<file path="config.mk">
export PLATFORM = sky130hd
export DESIGN_NAME = karatsuba_ofman_mult
export DESIGN_NICKNAME = d
export VERILOG_FILES = /design/src/logic/fp_types_pkg.sv /design/src/logic/fp_stream_pkg.sv /design/src/logic/karatsuba_ofman_mult.sv
export VERILOG_INCLUDE_DIRS = /design/src /design/src/logic
export SDC_FILE = /design/constraint.sdc
export NUM_CORES = 2
export LEC_CHECK = 0
export ABC_AREA = 1
export BUFFER_PORTS_ARGS = -buffer_cell sky130_fd_sc_hd__buf_2
export CAP_MARGIN = 15
export CORE_MARGIN = 3
export CORE_UTILIZATION = 35
export DETAILED_ROUTE_END_ITERATION = 6
export GPL_ROUTABILITY_DRIVEN = 0
export HOLD_SLACK_MARGIN = 0.02
export PLACE_DENSITY = 0.58
export SYNTH_ARGS = -nofsm -noshare
export SYNTH_HDL_FRONTEND = slang
export SYNTH_SLANG_ARGS = --single-unit
</file>
<file path="constraint.sdc">
create_clock -name i_clk -period 20.5 [get_ports i_clk]
set_input_delay 4.1 -clock i_clk [delete_from_list [all_inputs] [get_ports i_clk]]
set_output_delay 4.1 -clock i_clk [all_outputs]
set_load 0.02 [all_outputs]
</file>
<file path="src/logic/fp_mult_cfg.svh">
// Build-time constants of the Fp multiplier, included by the packages, the RTL and the testbench
`ifndef FP_MULT_CFG_SVH
`define FP_MULT_CFG_SVH

// Prime modulus, 2^32 - 5
`define FP_P 32'hFFFF_FFFB

// Width of one field element
`define FP_DAT_BITS 32

// Karatsuba recursion depth, each level adds 3 cycles
`define FP_KARATSUBA_LVL 2

// Width of the user tag
`define FP_CTL_BITS 16

// Reduction needs one spare bit, then round up to a multiple of 2*level
`define FP_MLT_BITS ((`FP_DAT_BITS + 1) + (2 * `FP_KARATSUBA_LVL - \
  (`FP_DAT_BITS + 1) % (2 * `FP_KARATSUBA_LVL)))

// Barrett exponent and floor(4^k / P)
`define FP_BARRETT_K `FP_DAT_BITS
`define FP_BARRETT_MU 36'h1_0000_0005

`endif

</file>
<file path="src/logic/fp_types_pkg.sv">
// Vector types with a meaning of their own, imported by the RTL and the testbench
`include "fp_mult_cfg.svh"

package fp_types_pkg;

  // One element of Fp
  typedef logic [`FP_DAT_BITS-1:0] fp_dat_t;

  // Operand as seen by a multiplier, zero-padded
  typedef logic [`FP_MLT_BITS-1:0] mlt_dat_t;

  // Full double-width product
  typedef logic [2*`FP_MLT_BITS-1:0] mlt_prod_t;

  // User tag carried from request to result
  typedef logic [`FP_CTL_BITS-1:0] ctl_t;

  // Multiplier side data
  // Upper part holds a saved product word, low part the user tag
  typedef logic [`FP_CTL_BITS+2*`FP_MLT_BITS-1:0] mult_ctl_t;

endpackage

</file>
<file path="src/logic/fp_stream_pkg.sv">
// Payload structs of the valid/ready streams, imported by the RTL and the testbench
`include "fp_mult_cfg.svh"

package fp_stream_pkg;

  // Request beat at the top level
  typedef struct packed {
    fp_types_pkg::fp_dat_t a;
    fp_types_pkg::fp_dat_t b;
    fp_types_pkg::ctl_t    ctl;
  } fp_mul_req_t;

  // Result beat at the top level, result is below P
  typedef struct packed {
    fp_types_pkg::fp_dat_t result;
    fp_types_pkg::ctl_t    ctl;
  } fp_mul_rsp_t;

  // Operand pair into a multiplier
  typedef struct packed {
    fp_types_pkg::mlt_dat_t  dat_a;
    fp_types_pkg::mlt_dat_t  dat_b;
    fp_types_pkg::mult_ctl_t ctl;
  } mult_req_t;

  // Product out of a multiplier, ctl returned untouched
  typedef struct packed {
    fp_types_pkg::mlt_prod_t dat;
    fp_types_pkg::mult_ctl_t ctl;
  } mult_rsp_t;

endpackage

</file>
<file path="src/logic/karatsuba_ofman_mult.sv">
// Recursive pipelined Karatsuba-Ofman multiplier that the Fp top level instantiates three times
`timescale 1ns/1ps
`include "fp_mult_cfg.svh"

module karatsuba_ofman_mult #(
  parameter int BITS  = `FP_MLT_BITS,
  parameter int LEVEL = `FP_KARATSUBA_LVL
) (
  input  logic                     i_clk,
  input  logic                     i_arst_n,
  input  fp_stream_pkg::mult_req_t i_req,
  input  logic                     i_val,
  output logic                     o_rdy,
  output fp_stream_pkg::mult_rsp_t o_rsp,
  output logic                     o_val,
  input  logic                     i_rdy
);

  import fp_types_pkg::*;
  import fp_stream_pkg::*;

  // One enable for all stages of this level
  logic en;

  assign en    = i_rdy | ~o_val;
  assign o_rdy = en;

  if (LEVEL > 0) begin : g_split
    localparam int HALF      = BITS / 2;
    // Middle product plus carry terms needs two extra bits
    localparam int CORR_BITS = BITS + 2;
    localparam int PROD_BITS = 2 * BITS;

    logic [HALF-1:0]      a_lo;
    logic [HALF-1:0]      a_hi;
    logic [HALF-1:0]      b_lo;
    logic [HALF-1:0]      b_hi;
    logic [HALF:0]        sum_a;
    logic [HALF:0]        sum_b;
    logic [CORR_BITS-1:0] corr;
    mult_req_t            lo_nxt;
    mult_req_t            hi_nxt;
    mult_req_t            mid_nxt;
    // Stage A holds the operands for the three sub-products
    mult_req_t            lo_req;
    mult_req_t            hi_req;
    mult_req_t            mid_req;
    logic                 a_val;
    logic                 sub_in_val;
    mult_rsp_t            lo_rsp;
    mult_rsp_t            hi_rsp;
    mult_rsp_t            mid_rsp;
    logic [2:0]           sub_val;
    logic [CORR_BITS-1:0] z1;
    // Stage B holds the partial products
    logic [BITS-1:0]      z0_q;
    logic [BITS-1:0]      z2_q;
    logic [CORR_BITS-1:0] mid_q;
    mult_ctl_t            b_ctl;
    logic                 b_val;
    logic [PROD_BITS-1:0] prod;

    always_comb begin
      a_lo  = i_req.dat_a[HALF-1:0];
      a_hi  = i_req.dat_a[BITS-1:HALF];
      b_lo  = i_req.dat_b[HALF-1:0];
      b_hi  = i_req.dat_b[BITS-1:HALF];
      sum_a = a_lo + a_hi;
      sum_b = b_lo + b_hi;
      // Sub-multiplier only sees the low HALF bits of each sum
      // Carry-outs are folded back in here
      corr = '0;
      if (sum_a[HALF]) begin
        corr = corr + (CORR_BITS'(sum_b[HALF-1:0]) << HALF);
      end
      if (sum_b[HALF]) begin
        corr = corr + (CORR_BITS'(sum_a[HALF-1:0]) << HALF);
      end
      if (sum_a[HALF] && sum_b[HALF]) begin
        corr = corr + (CORR_BITS'(1) << BITS);
      end
      lo_nxt.dat_a  = mlt_dat_t'(a_lo);
      lo_nxt.dat_b  = mlt_dat_t'(b_lo);
      lo_nxt.ctl    = i_req.ctl;
      hi_nxt.dat_a  = mlt_dat_t'(a_hi);
      hi_nxt.dat_b  = mlt_dat_t'(b_hi);
      hi_nxt.ctl    = '0;
      mid_nxt.dat_a = mlt_dat_t'(sum_a[HALF-1:0]);
      mid_nxt.dat_b = mlt_dat_t'(sum_b[HALF-1:0]);
      // Correction rides along with the middle product
      mid_nxt.ctl   = mult_ctl_t'(corr);
    end

    // Sub-multipliers only take a beat while this level advances
    assign sub_in_val = a_val & en;

    karatsuba_ofman_mult #(.BITS(HALF), .LEVEL(LEVEL - 1)) mult_lo (
      .i_clk    (i_clk),
      .i_arst_n (i_arst_n),
      .i_req    (lo_req),
      .i_val    (sub_in_val),
      .o_rdy    (),
      .o_rsp    (lo_rsp),
      .o_val    (sub_val[0]),
      .i_rdy    (en)
    );

    karatsuba_ofman_mult #(.BITS(HALF), .LEVEL(LEVEL - 1)) mult_hi (
      .i_clk    (i_clk),
      .i_arst_n (i_arst_n),
      .i_req    (hi_req),
      .i_val    (sub_in_val),
      .o_rdy    (),
      .o_rsp    (hi_rsp),
      .o_val    (sub_val[1]),
      .i_rdy    (en)
    );

    karatsuba_ofman_mult #(.BITS(HALF), .LEVEL(LEVEL - 1)) mult_mid (
      .i_clk    (i_clk),
      .i_arst_n (i_arst_n),
      .i_req    (mid_req),
      .i_val    (sub_in_val),
      .o_rdy    (),
      .o_rsp    (mid_rsp),
      .o_val    (sub_val[2]),
      .i_rdy    (en)
    );

    // z1 - z2 - z0 gives the cross terms a_lo*b_hi + a_hi*b_lo
    assign z1   = CORR_BITS'(mid_rsp.dat[BITS-1:0]) + mid_rsp.ctl[CORR_BITS-1:0];
    // z2 and z0 do not overlap, so they simply concatenate
    assign prod = {z2_q, z0_q} + (PROD_BITS'(mid_q) << HALF);

    always_ff @(posedge i_clk or negedge i_arst_n) begin
      if (!i_arst_n) begin
        a_val <= 1'b0;
        b_val <= 1'b0;
        o_val <= 1'b0;
      end else if (en) begin
        a_val <= i_val;
        b_val <= &sub_val;
        o_val <= b_val;
      end
    end

    always_ff @(posedge i_clk) begin
      if (en) begin
        lo_req    <= lo_nxt;
        hi_req    <= hi_nxt;
        mid_req   <= mid_nxt;
        z0_q      <= lo_rsp.dat[BITS-1:0];
        z2_q      <= hi_rsp.dat[BITS-1:0];
        mid_q     <= z1 - CORR_BITS'(hi_rsp.dat[BITS-1:0]) - CORR_BITS'(lo_rsp.dat[BITS-1:0]);
        b_ctl     <= lo_rsp.ctl;
        o_rsp.dat <= mlt_prod_t'(prod);
        o_rsp.ctl <= b_ctl;
      end
    end

  end else begin : g_base
    logic [2*BITS-1:0] prod;

    // Leaf product maps to a DSP block
    assign prod = i_req.dat_a[BITS-1:0] * i_req.dat_b[BITS-1:0];

    always_ff @(posedge i_clk or negedge i_arst_n) begin
      if (!i_arst_n) begin
        o_val <= 1'b0;
      end else if (en) begin
        o_val <= i_val;
      end
    end

    always_ff @(posedge i_clk) begin
      if (en) begin
        o_rsp.dat <= mlt_prod_t'(prod);
        o_rsp.ctl <= i_req.ctl;
      end
    end
  end

  // Stalled output beat stays put until taken
  a_out_hold : assert property (@(posedge i_clk) disable iff (!i_arst_n)
    (o_val && !i_rdy) |=> (o_val && $stable(o_rsp)))
    else $error("output changed while stalled at level %0d", LEVEL);

endmodule

</file>
[Word-level counts from Yosys, hierarchy flattened]
Cells that the tools add are included.
Cells by class
  bitwise gates (word level): 30
  muxes and demuxes: 12
  reductions and logical operators: 8
  multiply operators: 9
  add/subtract/negate cells: 32
Operators by type and width (number)
  $mul 9x9->18: 9
  $mux 20: 6
  $sub 20x18->20: 6
  $add 36x29->36: 3
  $mux 38: 2
  $sub 38x36->38: 2
  $add 72x56->72: 1
  $add 18x20->20: 3
  $add 20x18->20: 3
  $add 20x19->20 const B: 3
  $add 9x9->10: 6
  $mux 18: 3
  $add 18x18->19: 2
  $add 36x38->38: 1
  $add 38x37->38 const B: 1
  $add 36x36->37: 1
  $mux 36: 1
  $not 1->1: 13
  $or 1x1->1: 13
  $reduce_and 3->1: 4
  $and 1x1->1: 4
  $logic_and 1x1->1: 4
Storage, ports and cells
  logic and storage cells: 179
  input bits: 164
  bits in registers: 1837

[Depth between registers and ports, before layout]
  depth after elaboration: 6
  mapped depth: 24
  mapped depth without buffers: 23

[Cells and area by module]
Synthesis repeated with hierarchy kept, for this count alone.
Second synthesis, totals
  cells, all modules: 12336
  area, all modules: 142613.0 um^2
By module, submodules not included
  karatsuba_ofman_mult (g_split.mult_lo.g_split.mult_hi ...): area each 6525.0 um^2, sequential area each 3208.1 um^2, cells an instance 603, instances 5
  karatsuba_ofman_mult: area each 29114.2 um^2, sequential area each 17311.6 um^2, cells an instance 2769, instances 1
  karatsuba_ofman_mult (g_split.mult_mid): area each 18260.0 um^2, sequential area each 12717.2 um^2, cells an instance 1380, instances 1
  karatsuba_ofman_mult (g_split.mult_hi): area each 18252.5 um^2, sequential area each 12717.2 um^2, cells an instance 1380, instances 1
  karatsuba_ofman_mult (g_split.mult_lo): area each 18225.0 um^2, sequential area each 12717.2 um^2, cells an instance 1374, instances 1
  karatsuba_ofman_mult (g_split.mult_hi.g_split.mult_hi ...): area each 6525.0 um^2, sequential area each 3208.1 um^2, cells an instance 605, instances 2
  karatsuba_ofman_mult (g_split.mult_mid.g_split.mult_mid): area each 6550.0 um^2, sequential area each 3208.1 um^2, cells an instance 605, instances 1
  karatsuba_ofman_mult (g_split.mult_hi.g_split.mult_mid): area each 6536.3 um^2, sequential area each 3208.1 um^2, cells an instance 603, instances 1

[Worst setup path before layout]
OpenSTA, ideal clock, no wires.
  path kind: input to output
  from: in i_rdy
  to: out o_rdy
  arrival: 15.440 ns
  cell stages on the path: 2
  slack: 0.960 ns
  buffers on the path: 0
  cells stage by stage: nor2_1 -> inv_1
On the way
  word-level cells in the longest chain between the ends: 1
Ends and longest elaborated chain
  start, declared: line karatsuba_ofman_mult.sv:16  | input logic i_rdy
  $or 1x1->1: line karatsuba_ofman_mult.sv:25  | assign en = i_rdy | ~o_val;
  end, declared: line karatsuba_ofman_mult.sv:13  | output logic o_rdy,
No other way between the ends.

[Worst setup path after layout]
Same ends and word-level chain as after synthesis.

==> metrics.md <==
| Metric | Value |
|---|---|
| Post-Synthesis Cells | `9392` |
| Initial detailed-routing violation count | `5670` |
| Vias | `64600` |
| Avg Inst Size Synth | `10.6 um^2` |
| Max Clk Rate | `0.102 GHz` |
| Post-CTS Setup Bufs | `0` |
| Core Region | `0.283 mm^2` |
| Num rows | `195` |
| Status | `complete, no violations` |
| Antenna Nets Post-Route | `0` |
| Hold Buf Count CTS | `0` |
| Worst hold path class | `flip-flop to flip-flop` |
| Final hold vios | `0` |
| CTS buffer count | `189` |
| IO Port Bufs | `325` |
| Dpl ws | `10690 ps` |
| Clock Skews | `100 ps` |
| First-pass iteration count of the detailed router | `6` |
| Initial core utilization | `35.2%` |
| Wirelength, routed | `243 mm` |
| CTS tree | `done` |
| Post-DP HPWL | `197 mm` |
| Global router's overall resource usage | `16.6%` |
| Overall die height | `539 um` |
| EDFF count, synth | `1672` |
| Clock transition at path regs | `60 ps` |
| Area Overhead vs Synth | `12.2%` |
| WHS | `335 ps` |
| Worst Setup Start Kind | `primary input` |
| CTS Sinks | `1693` |
| Ys Warns | `0` |
| Final count of pins violating max slew | `0` |
| Post-cts resize count | `0` |
| CTS H-tree lvls | `4` |
| CP max FO | `41` |
| Rel. slew slack | `29.9%` |
| Max_cap viols | `0` |
| RSZ-0062 raised after global routing | `no` |
| Sequential element share of the synthesized area | `51.0%` |
| GRT overflow | `0` |
| Syn nets | `10900` |
| Library cells used by synthesis | `46` |
| Number of global-route vias before repair | `64500` |
| Mapped cell area | `0.0995 mm^2` |
| Critical path type | `primary input to output pin` |
| Die ar. | `0.291 mm^2` |
| Worst EP required | `16400 ps` |
| WL/cell | `17.8 um` |
| Pin count of the biggest net entering global routing | `165` |
| Setup_tns | `0 ps` |
| DRC | `0` |
| CP Data Arrival Time | `5710 ps` |
| Fin nets | `11200` |
| Crit. End Element | `output pin` |
| Ys async rst share | `1.24%` |
| Ys flop type | `edfxtp_1` |
| Width of the chip | `539 um` |
| Flops & latches, synth | `1693` |
| Fraction of layout instances using a drive strength above 1 | `6.61%` |
| Shortest period the worst path allows | `9810 ps` |
| I/O Pins | `326` |
| Max Root-Sink Buffers | `4` |
| Vias/cell | `4.73` |
| Worst Setup Slack, final | `10690 ps` |
| Final setup viols | `0` |
| Fin crit share | `47.8%` |
| Least-Margin Pin Slew | `1050 ps` |
| Clock Tree Root | `clkbuf_16` |
| Clock latency on the worst-skew pair | `850 ps` |
| First-pass GRT wire length | `377 mm` |
| Antenna violations before repair | `24` |
## layer usage
metal	up-vias	global-route usage [%]	routed length [um]
li1	31000	-	-
met1	31000	24.3	114000
met2	2221	25.4	106000
met3	399	2.54	16000
met4	2	4.85	7360
met5	-	0	12
## path summary, 6_finish.rpt
path,start,cells after the start,slack [ps],endpoint
max,i_rdy,4,10690,o_rdy
min,g_split.mult_lo.g_split.mid_req[17]$_DFFE_PP_,0,340,g_split.mult_lo.g_split.mult_mid.o_rsp[17]$_DFFE_PP_
max reg2reg,g_split.mult_mid.g_split.lo_req[131]$_DFFE_PP_,16,15640,g_split.mult_mid.g_split.mult_lo.o_rsp[102]$_DFFE_PP_
min reg2reg,g_split.mult_lo.g_split.mid_req[17]$_DFFE_PP_,0,340,g_split.mult_lo.g_split.mult_mid.o_rsp[17]$_DFFE_PP_
max in group asynchronous,i_arst_n,1,16770,g_split.mult_lo.g_split.mult_lo.o_val$_DFFE_PN0P_
min in group asynchronous,i_arst_n,1,3270,g_split.mult_hi.g_split.b_val$_DFFE_PN0P_
## flip-flops by register name, summed over array words and instances, names as in the netlist, 88 cells and up
register                               cells
g_split.b_ctl                             88
g_split.mult_lo.g_split.lo_req           106
g_split.mult_lo.g_split.mult_lo.o_rsp    106
g_split.lo_req                           124
g_split.mult_lo.g_split.b_ctl             88
g_split.mult_lo.o_rsp                    124
o_rsp                                    160
## cell usage after synthesis (11+ instances only)
cell type / n / area [um^2]
a21o_1: 43 / 323
clkbuf_1: 163 / 612
and2_1: 11 / 68.8
nor3_1: 89 / 445
dfrtp_1: 21 / 526
xor2_1: 232 / 2030
edfxtp_1: 1672 / 50200
nor2_1: 437 / 1640
inv_1: 1896 / 7120
ha_1: 706 / 8830
o21ai_0: 205 / 1030
o211ai_1: 12 / 90.1
fa_1: 605 / 12100
nand4_1: 75 / 469
nand3b_1: 25 / 188
o21bai_1: 41 / 308
nand2_1: 2257 / 8470
a31oi_1: 17 / 106
a21oi_1: 405 / 2030
xnor2_1: 91 / 797
nand3_1: 317 / 1590
## through the flow
stage	cell area (um^2)	std cells	util [%]
finish	112000	13700	39.5
global route	112000	13700	39.5
CTS	112000	13600	39.5
detailed placement	105000	13300	37.3
global placement	105000	13300	37.3
floorplan	99500	9392	-
## cell families (layout without fill, tap and decap cells)
family | Yosys count | count (layout) | synth area share (%)
adders and majority gates | 1311 | 1311 | 21.0
buffers and inverters | 2071 | 2585 | 7.84
DFF | 1693 | 1693 | 51.0
other | 0 | 2 | 0
AOI/OAI and AO/OA | 761 | 761 | 4.18
and+or+nand+nor | 3233 | 3233 | 13.1
xor gates and xnor gates | 323 | 323 | 2.84
## final cells by class
type	count	area (um^2)
Clock inverter	109	1230
Antenna cell	2	5.00
Timing Repair Buffer	349	1860
Sequential cell	1693	50700
Inverter	1898	7130
Tap cell	3743	4680
Clock buffer	229	5000
Multi-Input combinational cell	5628	41000
Fill cell	27000	171000
## worst max-delay path: stages
cell    delay, ps
buf_2         140
nor2_1        740
inv_8         270
buf_2         320
## placed cells by master, fill, tap and decap left out, drive strengths merged, types with 4 or more instances in the layout
master       n
nand2     2259
inv       1912
edfxtp    1672
ha         706
fa         605
nor2       441
a21oi      407
buf        349
nand3      320
xor2       232
clkbuf     229
o21ai      212
xnor2       91
nor3        89
nand4       75
clkinv      64
a21o        43
o21bai      41
nand3b      26
bufinv      21
dfrtp       21
a31oi       17
o211ai      12
and2        11
a21boi      10
clkinvlp    10
o21a         5
o31ai        5
a211oi       4
or2          4
Power is left out: the tool's default activity adds up to more than one toggle a clock period on the data nets, which glitch-free logic cannot reach.
